<file path="config.mk">
export PLATFORM = sky130hd
export DESIGN_NAME = fpAddSubTop
export DESIGN_NICKNAME = d
export VERILOG_FILES = /design/src/hdl/fpFormatPkg.sv /design/src/hdl/streamPkg.sv /design/src/hdl/creditFifo.sv /design/src/hdl/normalizeShift.sv /design/src/hdl/fpAlign.sv /design/src/hdl/fpNormalize.sv /design/src/hdl/fpRoundPack.sv /design/src/hdl/fpAddSubTop.sv
export VERILOG_INCLUDE_DIRS = /design/src /design/src/hdl
export SDC_FILE = /design/constraint.sdc
export NUM_CORES = 1
export LEC_CHECK = 0
export BUFFER_PORTS_ARGS = -buffer_cell sky130_fd_sc_hd__buf_2
export CAP_MARGIN = 10
export CORE_MARGIN = 4
export CORE_UTILIZATION = 55
export DETAILED_ROUTE_END_ITERATION = 8
export GPL_TIMING_DRIVEN = 1
export PLACE_DENSITY = 0.79
export SETUP_SLACK_MARGIN = 0.1
export SLEW_MARGIN = 25
export SYNTH_ARGS = -nofsm -noshare
export SYNTH_HDL_FRONTEND = slang
export SYNTH_SLANG_ARGS = --single-unit
</file>
<file path="constraint.sdc">
create_clock -name clk -period 11.3 [get_ports clk]
set_input_delay 2.26 -clock clk [delete_from_list [all_inputs] [get_ports clk]]
set_output_delay 2.26 -clock clk [all_outputs]
set_load 0.005 [all_outputs]
</file>
<file path="src/hdl/fpAdd_defines.svh">
`ifndef FP_ADD_DEFINES_SVH
`define FP_ADD_DEFINES_SVH

// Half precision word layout
`define FP_WIDTH 16
`define FP_EXP_W 5  // Biased exponent bits
`define FP_MAN_W 10 // Stored fraction bits
`define FP_BIAS 15

// Mantissa path word, top down:
// carry, hidden, fraction, 4 guard/round bits, sticky
`define FP_PATH_W 17

// Input fifo depth, also the sender's starting credits
`define IN_DEPTH 4
`define OUT_DEPTH 4 // Result buffer slots

`define TAG_W 8 // Request tag, returned with the result

`endif

</file>
<file path="src/hdl/fpFormatPkg.sv">
`default_nettype none

`include "fpAdd_defines.svh"

package fpFormatPkg;

	// IEEE binary16 fields
	typedef struct packed {
		logic                  sign;
		logic [`FP_EXP_W-1:0]  exponent; // Biased
		logic [`FP_MAN_W-1:0]  fraction;
	} fpHalf;

	// Carry | hidden | fraction | grs | sticky
	typedef logic [`FP_PATH_W-1:0] manPath;

	// Forced results that bypass the computed value
	typedef enum logic [1:0] {
		specNone,
		specNan,
		specInf,
		specZero
	} specialKind;

	// Word handed from stage to stage
	typedef struct packed {
		logic                        sign;
		logic signed [`FP_EXP_W+1:0] exponent;    // Biased, room for over/underflow
		manPath                      mantissa;
		specialKind                  special;
		logic                        specialSign; // Sign of a forced inf or zero
		logic [`TAG_W-1:0]           tag;
	} stageWord;

endpackage

`default_nettype wire

</file>
<file path="src/hdl/streamPkg.sv">
`default_nettype none

`include "fpAdd_defines.svh"

package streamPkg;

	typedef enum logic {
		opAdd,
		opSub
	} fpOp;

	// One request on the input channel
	typedef struct packed {
		fpFormatPkg::fpHalf a;
		fpFormatPkg::fpHalf b;
		fpOp                op; // a + b or a - b
		logic [`TAG_W-1:0]  tag;
	} opPair;

	// One beat on the output channel
	typedef struct packed {
		fpFormatPkg::fpHalf value;
		logic [`TAG_W-1:0]  tag; // Copied from the request
	} fpResult;

endpackage

`default_nettype wire

</file>
<file path="src/hdl/creditFifo.sv">
`timescale 1ns/1ps
`default_nettype none

// Circular buffer with the head always on popData
module creditFifo #(
	parameter type payloadType = logic,
	parameter int  DEPTH       = 4
) (
	input  logic                           clk,
	input  logic                           reset,
	input  logic                           push,
	input  payloadType                     pushData,
	input  logic                           pop,
	output payloadType                     popData,
	output logic                           empty,
	output logic [$clog2(DEPTH+1)-1:0]     freeCount
);

	localparam int ptrW   = (DEPTH > 1) ? $clog2(DEPTH) : 1;
	localparam int countW = $clog2(DEPTH + 1);

	payloadType             store [DEPTH]; // Payload storage
	logic [ptrW-1:0]        rdPtr;
	logic [ptrW-1:0]        wrPtr;
	logic [countW-1:0]      count;         // Entries held

	always_ff @(posedge clk) begin
		if (push) begin
			store[wrPtr] <= pushData;
		end
	end

	always_ff @(posedge clk) begin
		if (reset) begin
			rdPtr <= '0;
			wrPtr <= '0;
			count <= '0;
		end else begin
			if (push) begin
				wrPtr <= (wrPtr == ptrW'(DEPTH - 1)) ? '0 : wrPtr + 1'b1; // Wrap
			end
			if (pop) begin
				rdPtr <= (rdPtr == ptrW'(DEPTH - 1)) ? '0 : rdPtr + 1'b1;
			end
			case ({push, pop})
				2'b10:   count <= count + 1'b1;
				2'b01:   count <= count - 1'b1;
				default: count <= count; // Both or neither
			endcase
		end
	end

	assign popData   = store[rdPtr];
	assign empty     = (count == '0);
	assign freeCount = countW'(DEPTH) - count; // Caller never pushes when zero

endmodule

`default_nettype wire

</file>
<file path="src/hdl/normalizeShift.sv">
`timescale 1ns/1ps
`default_nettype none

`include "fpAdd_defines.svh"

// Left shift of the mantissa path by 0..15, zeros in at the bottom
module normalizeShift (
	input  fpFormatPkg::manPath mantissaIn,
	input  logic [3:0]          shift,
	output fpFormatPkg::manPath mantissaOut
);

	localparam int pathW = `FP_PATH_W;

	fpFormatPkg::manPath level1; // After the coarse shift
	fpFormatPkg::manPath level2;

	// Coarse step, multiples of four
	always_comb begin
		case (shift[3:2])
			2'b00:   level1 = mantissaIn;
			2'b01:   level1 = {mantissaIn[pathW-5:0], 4'b0};
			2'b10:   level1 = {mantissaIn[pathW-9:0], 8'b0};
			default: level1 = {mantissaIn[pathW-13:0], 12'b0};
		endcase
	end

	// Fine step, 0 to 3
	always_comb begin
		case (shift[1:0])
			2'b00:   level2 = level1;
			2'b01:   level2 = {level1[pathW-2:0], 1'b0};
			2'b10:   level2 = {level1[pathW-3:0], 2'b0};
			default: level2 = {level1[pathW-4:0], 3'b0};
		endcase
	end

	assign mantissaOut = level2;

endmodule

`default_nettype wire

</file>
<file path="src/hdl/fpAlign.sv">
`timescale 1ns/1ps
`default_nettype none

`include "fpAdd_defines.svh"

// Stage 1 unpacks, orders by magnitude, aligns and adds or subtracts
module fpAlign (
	input  logic                  clk,
	input  logic                  reset,
	input  logic                  inValid,
	input  streamPkg::opPair      operands,
	output logic                  outValid,
	output fpFormatPkg::stageWord stage
);

	localparam int pathW = `FP_PATH_W;
	localparam int lowPad = `FP_PATH_W - `FP_MAN_W - 2; // Guard bits plus sticky

	fpFormatPkg::fpHalf a;
	fpFormatPkg::fpHalf b;
	logic aZero, bZero, aNan, bNan, aInf, bInf;
	logic signB;                         // b sign after the opcode
	logic [`FP_EXP_W+`FP_MAN_W-1:0] aMag, bMag;
	logic swap;
	fpFormatPkg::manPath mantA, mantB, mantBig, mantSmall, mantAligned;
	logic [`FP_EXP_W-1:0] expBig, expSmall, expDiff;
	logic signBig, signSmall;
	logic [2*pathW-1:0] shiftWide;       // Small mantissa over the shifted-out bits
	fpFormatPkg::stageWord stageNext;

	assign a = operands.a;
	assign b = operands.b;

	// Subnormals flush to zero
	assign aZero = (a.exponent == '0);
	assign bZero = (b.exponent == '0);
	assign aNan  = (&a.exponent) && (|a.fraction);
	assign bNan  = (&b.exponent) && (|b.fraction);
	assign aInf  = (&a.exponent) && !(|a.fraction);
	assign bInf  = (&b.exponent) && !(|b.fraction);
	assign signB = b.sign ^ (operands.op == streamPkg::opSub);

	assign aMag  = aZero ? '0 : {a.exponent, a.fraction};
	assign bMag  = bZero ? '0 : {b.exponent, b.fraction};
	assign swap  = (bMag > aMag); // Larger magnitude goes first

	assign mantA = aZero ? '0 : {2'b01, a.fraction, {lowPad{1'b0}}};
	assign mantB = bZero ? '0 : {2'b01, b.fraction, {lowPad{1'b0}}};

	assign mantBig   = swap ? mantB : mantA;
	assign mantSmall = swap ? mantA : mantB;
	assign expBig    = swap ? b.exponent : a.exponent;
	assign expSmall  = swap ? a.exponent : b.exponent;
	assign signBig   = swap ? signB : a.sign;
	assign signSmall = swap ? a.sign : signB;
	assign expDiff   = expBig - expSmall; // Never negative after the swap

	// Anything pushed past bit 0 ends up in sticky
	assign shiftWide   = {mantSmall, {pathW{1'b0}}} >> expDiff;
	assign mantAligned = {shiftWide[2*pathW-1:pathW+1],
		shiftWide[pathW] | (|shiftWide[pathW-1:0])};

	always_comb begin
		stageNext.sign     = signBig;
		stageNext.exponent = {2'b00, expBig};
		stageNext.tag      = operands.tag;
		if (signBig ^ signSmall) begin
			stageNext.mantissa = mantBig - mantAligned; // Effective subtract never borrows out
		end else begin
			stageNext.mantissa = mantBig + mantAligned;
		end
		stageNext.special     = fpFormatPkg::specNone;
		stageNext.specialSign = 1'b0;
		if (aNan || bNan) begin
			stageNext.special = fpFormatPkg::specNan;
		end else if (aInf && bInf && (a.sign != signB)) begin
			stageNext.special = fpFormatPkg::specNan; // inf - inf
		end else if (aInf || bInf) begin
			stageNext.special     = fpFormatPkg::specInf;
			stageNext.specialSign = aInf ? a.sign : signB;
		end
	end

	always_ff @(posedge clk) begin
		if (reset) begin
			outValid <= 1'b0;
		end else begin
			outValid <= inValid;
		end
	end

	always_ff @(posedge clk) begin
		stage <= stageNext;
	end

endmodule

`default_nettype wire

</file>
<file path="src/hdl/fpNormalize.sv">
`timescale 1ns/1ps
`default_nettype none

`include "fpAdd_defines.svh"

// Stage 2: bring the hidden bit back to its place
module fpNormalize (
	input  logic                  clk,
	input  logic                  reset,
	input  logic                  inValid,
	input  fpFormatPkg::stageWord stageIn,
	output logic                  outValid,
	output fpFormatPkg::stageWord stageOut
);

	localparam int pathW = `FP_PATH_W;
	localparam int expW  = `FP_EXP_W + 2;
	localparam logic signed [expW-1:0] expOne = 1;

	logic [3:0]            lzCount;  // Zeros above the leading one
	fpFormatPkg::manPath   shifted;
	fpFormatPkg::stageWord stageNext;

	// Leading zeros from the hidden bit down, 15 at most
	function automatic logic [3:0] leadZeros(input fpFormatPkg::manPath m);
		logic [3:0] count;
		count = 4'd15;
		for (int i = 0; i < pathW - 1; i++) begin
			if (m[i]) count = 4'(pathW - 2 - i); // Highest set bit wins
		end
		return count;
	endfunction

	assign lzCount = leadZeros(stageIn.mantissa);

	normalizeShift shifter (
		.mantissaIn (stageIn.mantissa),
		.shift      (lzCount),
		.mantissaOut(shifted)
	);

	always_comb begin
		stageNext = stageIn;
		if (stageIn.mantissa[pathW-1]) begin
			// Carry out, one step right, lost bit folds into sticky
			stageNext.mantissa = {1'b0, stageIn.mantissa[pathW-1:2],
				stageIn.mantissa[1] | stageIn.mantissa[0]};
			stageNext.exponent = stageIn.exponent + expOne;
		end else begin
			stageNext.mantissa = shifted;
			stageNext.exponent = stageIn.exponent - $signed({{(expW-4){1'b0}}, lzCount});
		end
		if ((stageIn.mantissa == '0) && (stageIn.special == fpFormatPkg::specNone)) begin
			stageNext.special     = fpFormatPkg::specZero; // Exact cancellation
			stageNext.specialSign = 1'b0;
		end
	end

	always_ff @(posedge clk) begin
		if (reset) outValid <= 1'b0;
		else       outValid <= inValid;
	end

	always_ff @(posedge clk) begin
		stageOut <= stageNext;
	end

endmodule

`default_nettype wire

</file>
<file path="src/hdl/fpRoundPack.sv">
`timescale 1ns/1ps
`default_nettype none

`include "fpAdd_defines.svh"

// Stage 3: round to nearest even, range check, pack
module fpRoundPack (
	input  logic                  clk,
	input  logic                  reset,
	input  logic                  inValid,
	input  fpFormatPkg::stageWord stageIn,
	output logic                  outValid,
	output streamPkg::fpResult    result
);

	localparam int pathW   = `FP_PATH_W;
	localparam int fracLsb = `FP_PATH_W - 2 - `FP_MAN_W; // Bit 5 of the path word
	localparam int expMax  = 2 * `FP_BIAS + 1;           // All-ones exponent
	localparam logic [`FP_WIDTH-1:0] canonicalNan = 'h7E00;

	fpFormatPkg::manPath          m;
	logic                         guardBit;
	logic                         stickyAll; // Everything below guard
	logic                         roundUp;
	logic [`FP_MAN_W+1:0]         rounded;   // Overflow | hidden | fraction
	logic signed [`FP_EXP_W+1:0]  expRounded;
	logic [`FP_MAN_W-1:0]         fracOut;
	fpFormatPkg::fpHalf           packedWord;

	assign m         = stageIn.mantissa;
	assign guardBit  = m[fracLsb-1];
	assign stickyAll = |m[fracLsb-2:0];
	assign roundUp   = guardBit && (stickyAll || m[fracLsb]); // Ties go to even

	assign rounded    = {1'b0, m[pathW-2:fracLsb]} + {{(`FP_MAN_W+1){1'b0}}, roundUp};
	assign expRounded = stageIn.exponent
		+ $signed({{(`FP_EXP_W+1){1'b0}}, rounded[`FP_MAN_W+1]});
	// Round carry only from all ones, fraction becomes zero
	assign fracOut = rounded[`FP_MAN_W+1] ? rounded[`FP_MAN_W:1] : rounded[`FP_MAN_W-1:0];

	always_comb begin
		if (expRounded >= expMax) begin
			packedWord = {stageIn.sign, {`FP_EXP_W{1'b1}}, {`FP_MAN_W{1'b0}}}; // Overflow
		end else if (expRounded <= 0) begin
			packedWord = {stageIn.sign, {(`FP_WIDTH-1){1'b0}}}; // Flush to zero
		end else begin
			packedWord = {stageIn.sign, expRounded[`FP_EXP_W-1:0], fracOut};
		end
		case (stageIn.special)
			fpFormatPkg::specNan:  packedWord = canonicalNan;
			fpFormatPkg::specInf:
				packedWord = {stageIn.specialSign, {`FP_EXP_W{1'b1}}, {`FP_MAN_W{1'b0}}};
			fpFormatPkg::specZero: packedWord = {stageIn.specialSign, {(`FP_WIDTH-1){1'b0}}};
			default:               packedWord = packedWord; // Computed value stands
		endcase
	end

	always_ff @(posedge clk) begin
		if (reset) outValid <= 1'b0;
		else       outValid <= inValid;
	end

	always_ff @(posedge clk) begin
		result.value <= packedWord;
		result.tag   <= stageIn.tag;
	end

endmodule

`default_nettype wire

</file>
<file path="src/hdl/fpAddSubTop.sv">
`timescale 1ns/1ps
`default_nettype none

`include "fpAdd_defines.svh"

// Credit-flow fp16 add/sub with three pipeline stages
module fpAddSubTop (
	input  logic               clk,
	input  logic               reset,
	input  logic               inValid,
	input  streamPkg::opPair   inData,
	output logic               inCredit,
	input  logic               outCreditReturn,
	output logic               outValid,
	output streamPkg::fpResult outData
);

	localparam int freeW   = $clog2(`OUT_DEPTH + 1);
	localparam int creditW = 8;

	streamPkg::opPair      headPair;
	streamPkg::fpResult    roundResult;
	logic                  inEmpty;
	logic                  outEmpty;
	logic [freeW-1:0]      outFree;
	logic [freeW-1:0]      inFlight;   // Items between pop and result push
	logic                  admit;
	logic                  alignValid, normValid, roundValid;
	fpFormatPkg::stageWord alignStage, normStage;
	logic [creditW-1:0]    outCredits; // Receiver slots granted and unused

	creditFifo #(.payloadType(streamPkg::opPair), .DEPTH(`IN_DEPTH)) inFifo (
		.clk      (clk),
		.reset    (reset),
		.push     (inValid),  // Sender holds a credit
		.pushData (inData),
		.pop      (admit),
		.popData  (headPair),
		.empty    (inEmpty),
		.freeCount()
	);

	// Reserve a result slot for every stage in flight
	assign inFlight = freeW'(alignValid) + freeW'(normValid) + freeW'(roundValid);
	assign admit    = !inEmpty && (outFree > inFlight);
	assign inCredit = admit; // Slot freed in the input fifo

	fpAlign align (
		.clk     (clk),
		.reset   (reset),
		.inValid (admit),
		.operands(headPair),
		.outValid(alignValid),
		.stage   (alignStage)
	);

	fpNormalize normalize (
		.clk     (clk),
		.reset   (reset),
		.inValid (alignValid),
		.stageIn (alignStage),
		.outValid(normValid),
		.stageOut(normStage)
	);

	fpRoundPack roundPack (
		.clk     (clk),
		.reset   (reset),
		.inValid (normValid),
		.stageIn (normStage),
		.outValid(roundValid),
		.result  (roundResult)
	);

	creditFifo #(.payloadType(streamPkg::fpResult), .DEPTH(`OUT_DEPTH)) outFifo (
		.clk      (clk),
		.reset    (reset),
		.push     (roundValid), // Always has room, see admit
		.pushData (roundResult),
		.pop      (outValid),
		.popData  (outData),
		.empty    (outEmpty),
		.freeCount(outFree)
	);

	// One beat per returned credit
	always_ff @(posedge clk) begin
		if (reset) begin
			outCredits <= '0;
		end else begin
			outCredits <= outCredits + creditW'(outCreditReturn) - creditW'(outValid);
		end
	end

	assign outValid = !outEmpty && (outCredits != '0);

endmodule

`default_nettype wire

</file>
==> impl_metrics.csv <==
group,metric,value,unit
sta,tightest_slew,1.052,ns
detailed_routing,postRouteAntennaNets,0,
placed_design,port_buffers,70,
cells_and_area,final-seq-area,0.01025,sq mm
placed_design,placed_cells_incl_taps,1885,
global_routing,grtUsageMet1,27.41,%
worst_setup_path,critical_path.slowest_cell,"sky130_fd_sc_hd__a221oi_1",
worst_setup_path,critical_path.max_stage_delay,0.68,ns
cells_and_area,filler_cell_count,2361,
global_routing,initial_antenna_violation_count,1,
synth,synth_cell_types,87,
floorplanning,fp.coreArea,0.03188,sq mm
sta,final-hold-violation-count,0,
floorplanning,placementRows,65,
clock_network,cts-hold-fix-buffers,0,
global_routing,first_global_vias,11650,
sta,slack_of_the_critical_path,1.674,ns
detailed_routing,detail_route.vias_per_cell,5.877,
worst_setup_path,worstReg2RegEnd,"align.stage[27]",
global_routing,globalRouteMet3Util,3.335,%
synth,avgSynthCellArea,12.61,sq um
clock_network,clock_path_buffers,3,
floorplanning,die_y,188.5,um
sta,period_share,85.18,%
synth,synth_area,0.01791,sq mm
cells_and_area,areaGrowthSynthToFinish,11.34,%
synth,synth_top_flop_cell,"sky130_fd_sc_hd__edfxtp_1",
clock_network,cts_htree_levels,2,
clock_network,clk_root_buffer_cell,"sky130_fd_sc_hd__clkbuf_16",
min_path,timing.hold.worst_path_depth,0,
synth,yosys_register_bits,382,
min_path,timing.hold.worst.start,"normalize.stageOut[5]",
clock_network,clkLatencyLatePin,0.53,ns
detailed_routing,drt_first_iter_violations,1133,
run_status,status,"finished, final reports clean",
detailed_routing,num_vias,11480,
worst_setup_path,cp_data_arrival_time,10.04,ns
worst_setup_path,cp_max_fo,22,
flow_run,drv_cap,0,
sta,setup_viol,0,
sta,clock_skew,0.01562,ns
worst_setup_path,regToRegSetupSlack,1.67,ns
min_path,min_to,"roundPack.result[5]",
cells_and_area,final_nets,1607,
clock_network,path_clk_slew,0.06,ns
global_routing,overflow,0,
worst_setup_path,crit_path_end_kind,"register",
synth,synth_enable_flop_cells,260,
clock_network,tritoncts.num_buffers,38,
floorplanning,die_x,188.5,um
placed_design,dp_slack,1.756,ns
cells_and_area,multi_input_area,0.007151,sq mm
detailed_routing,wirelength,37070,um
sta,timing.setup.tns,0,ns
placed_design,dpl.hpwl,25140,um
floorplanning,initial_core_util,56.19,%
sta,final_period_minus_worst_setup_slack,9.626,ns
detailed_routing,avgRoutedWirePerCell,18.97,um
cells_and_area,antennaDiodeCount,0,
cells_and_area,layoutNonFillerInstCount,1954,
cells_and_area,fraction_of_final_layout_cells_sized_beyond_drive_strength_1,16.98,%
synth,async_reset_ff_share,0,%
detailed_routing,remaining_drc_errors,0,
worst_setup_path,start_kind,"register",
detailed_routing,drtPass1Iterations,5,
synth,synth_seq_area_share,57.21,%
global_routing,gr-max-usage-layer,"met2",
worst_setup_path,critical_path_class,"reg2reg",
sta,rsz0062_at_grt,"no",
clock_network,cts-resized-gates,0,
global_routing,met2_layer_usage_reported_by_global_route,35.92,%
worst_setup_path,cp_data_required_time,11.71,ns
floorplanning,die_area,0.03552,sq mm
synth,synth.yosys.warnings,0,
clock_network,clock_sink_count,382,
min_path,hold_path.class,"reg2reg",
placed_design,gp_congestion,0.9076,
worst_setup_path,reg2reg_depth,35,
sta,final-max-slew-violation-count,0,
floorplanning,ios,71,
global_routing,grt_start_max_net_pins,45,
synth,synthesis.instances,1421,
clock_network,cts_tree,"built",
global_routing,total_global_routing_track_utilization,20.74,%
sta,max_slew_margin,29.65,%
global_routing,first_pass_grt_wire_length,60350,um
worst_setup_path,cpMostUsedCell,"sky130_fd_sc_hd__nand2_1",
sta,timing.fmax,0.1039,GHz
clock_network,cts_setup_buffers,0,
synth,synth.net_count,1538,
-- cell usage after synthesis, types with 7 or more instances --
| cell type | count | area [sq um] |
|---|---|---|
| sky130_fd_sc_hd__o21ai_0 | 73 | 365.4 |
| sky130_fd_sc_hd__nand4_1 | 7 | 43.79 |
| sky130_fd_sc_hd__nand3_1 | 34 | 170.2 |
| sky130_fd_sc_hd__nand2b_1 | 7 | 43.79 |
| sky130_fd_sc_hd__a211oi_1 | 12 | 90.09 |
| sky130_fd_sc_hd__nor2_1 | 102 | 382.9 |
| sky130_fd_sc_hd__a221oi_1 | 7 | 61.31 |
| sky130_fd_sc_hd__a31oi_1 | 8 | 50.05 |
| sky130_fd_sc_hd__buf_2 | 7 | 35.03 |
| sky130_fd_sc_hd__edfxtp_1 | 260 | 7807 |
| sky130_fd_sc_hd__and2_1 | 17 | 106.4 |
| sky130_fd_sc_hd__nor4_1 | 12 | 75.07 |
| sky130_fd_sc_hd__dfxtp_1 | 122 | 2442 |
| sky130_fd_sc_hd__xnor2_1 | 29 | 254.0 |
| sky130_fd_sc_hd__xor2_1 | 29 | 254.0 |
| sky130_fd_sc_hd__inv_1 | 69 | 259.0 |
| sky130_fd_sc_hd__clkbuf_1 | 35 | 131.4 |
| sky130_fd_sc_hd__mux2_2 | 8 | 90.09 |
| sky130_fd_sc_hd__ha_1 | 67 | 838.3 |
| sky130_fd_sc_hd__buf_1 | 8 | 30.03 |
| sky130_fd_sc_hd__a21oi_1 | 75 | 375.4 |
| sky130_fd_sc_hd__nor3_1 | 23 | 115.1 |
| sky130_fd_sc_hd__a21o_1 | 9 | 67.56 |
| sky130_fd_sc_hd__mux2i_1 | 41 | 410.4 |
| sky130_fd_sc_hd__or2_2 | 8 | 50.05 |
| sky130_fd_sc_hd__and3_1 | 7 | 43.79 |
| sky130_fd_sc_hd__mux4_2 | 68 | 1531 |
| sky130_fd_sc_hd__nand2_1 | 143 | 536.8 |
| sky130_fd_sc_hd__nor2b_1 | 12 | 75.07 |
-- state kept, by name, summed over array words and instances (netlist names), named ones only --
| name | cells |
|---|---|
| inFifo.rdPtr | 2 |
| inFifo.count | 3 |
| align.outValid | 1 |
| outFifo.count | 3 |
| roundPack.outValid | 1 |
| inFifo.wrPtr | 2 |
| inFifo.store | 164 |
| roundPack.result | 24 |
| outCredits | 8 |
| normalize.stageOut | 35 |
| outFifo.rdPtr | 2 |
| outFifo.store | 96 |
| outFifo.wrPtr | 2 |
| align.stage | 34 |
| normalize.outValid | 1 |
-- layer usage --
layer	vias to the layer above	part of all wire (%)
met1	5596	41
li1	5431	-
met5	-	0.027
met4	2	2.3
met3	73	6.0
met2	381	50
-- kinds of logic (layout without fill, tap and decap cells) --
kind of cell | after synthesis | after routing | synth area share, %
compound gates | 257 | 257 | 9.387
xor+xnor | 61 | 61 | 3.108
fa+ha+maj | 72 | 72 | 5.238
buf+inv | 130 | 228 | 3.024
flops | 382 | 382 | 57.21
mux | 117 | 117 | 11.34
simple gates | 402 | 402 | 10.69
-- worst max-delay path: cells and delay by family, from the launching register on --
| kind | cells | cell delay [ns] |
|---|---|---|
| xor gates and xnor gates | 1 | 0.12 |
| DFF | 1 | 0.58 |
| muxes | 1 | 0.66 |
| and+or+nand+nor | 11 | 2.62 |
| AOI/OAI and AO/OA | 13 | 2.64 |
| buffers and inverters | 5 | 1.24 |
| adders and majority gates | 4 | 1.60 |
-- cell type report --
class	count	area share, %
Sequential cell	382	51.40
Multi-Input combinational cell	909	35.85
Clock buffer	51	5.182
Tap cell	435	2.729
Timing Repair Buffer	87	2.396
Inverter	72	1.355
Clock inverter	18	1.085
-- cell usage in the layout, fill, tap and decap left out, types with 5 or more instances in the layout --
master	count
sky130_fd_sc_hd__a211oi_1	12
sky130_fd_sc_hd__a21o_1	9
sky130_fd_sc_hd__a21oi_1	75
sky130_fd_sc_hd__a221oi_1	7
sky130_fd_sc_hd__a22oi_1	6
sky130_fd_sc_hd__a31oi_1	8
sky130_fd_sc_hd__and2_1	13
sky130_fd_sc_hd__and3_1	7
sky130_fd_sc_hd__buf_2	70
sky130_fd_sc_hd__buf_4	17
sky130_fd_sc_hd__clkbuf_1	9
sky130_fd_sc_hd__clkbuf_16	38
sky130_fd_sc_hd__clkinv_2	7
sky130_fd_sc_hd__dfxtp_1	120
sky130_fd_sc_hd__edfxtp_1	260
sky130_fd_sc_hd__fa_1	5
sky130_fd_sc_hd__ha_1	67
sky130_fd_sc_hd__inv_1	69
sky130_fd_sc_hd__mux2_2	8
sky130_fd_sc_hd__mux2i_1	41
sky130_fd_sc_hd__mux4_2	68
sky130_fd_sc_hd__nand2_1	143
sky130_fd_sc_hd__nand2b_1	7
sky130_fd_sc_hd__nand3_1	34
sky130_fd_sc_hd__nand4_1	7
sky130_fd_sc_hd__nor2_1	101
sky130_fd_sc_hd__nor2b_1	12
sky130_fd_sc_hd__nor3_1	23
sky130_fd_sc_hd__nor4_1	12
sky130_fd_sc_hd__o211ai_1	6
sky130_fd_sc_hd__o21ai_0	73
sky130_fd_sc_hd__o21bai_1	6
sky130_fd_sc_hd__o22ai_1	5
sky130_fd_sc_hd__or2_2	8
sky130_fd_sc_hd__or3_1	5
sky130_fd_sc_hd__xnor2_1	29
sky130_fd_sc_hd__xor2_1	28
-- how the worst max path moves through the flow --
stage                     startpoint               to  slack (ns)  cells past startpoint
after detailed placement    register  align.stage[25]        1.76                     36
after CTS                   register  align.stage[25]        1.73                     36
final                       register  align.stage[27]        1.67                     35
after global routing        register  align.stage[25]        0.82                     33
after global placement      register  align.stage[25]        2.07                     36
after floorplan             register  align.stage[25]        2.99                     38
-- per-stage QoR --
| step | instance area, sq um | utilization, % | hold WS [ns] |
|---|---|---|---|
| after floorplan | 17910 | - | 0.3096 |
| after global placement | 18680 | 58.60 | 0.3101 |
| after detailed placement | 18680 | 58.60 | 0.3135 |
| after CTS | 19930 | 62.52 | 0.3283 |
| after global routing | 19950 | 62.56 | 0.3339 |
| final | 19950 | 62.56 | 0.3271 |
Power is left out: the tool's default activity adds up to more than one toggle a clock period on the data nets, which glitch-free logic cannot reach.
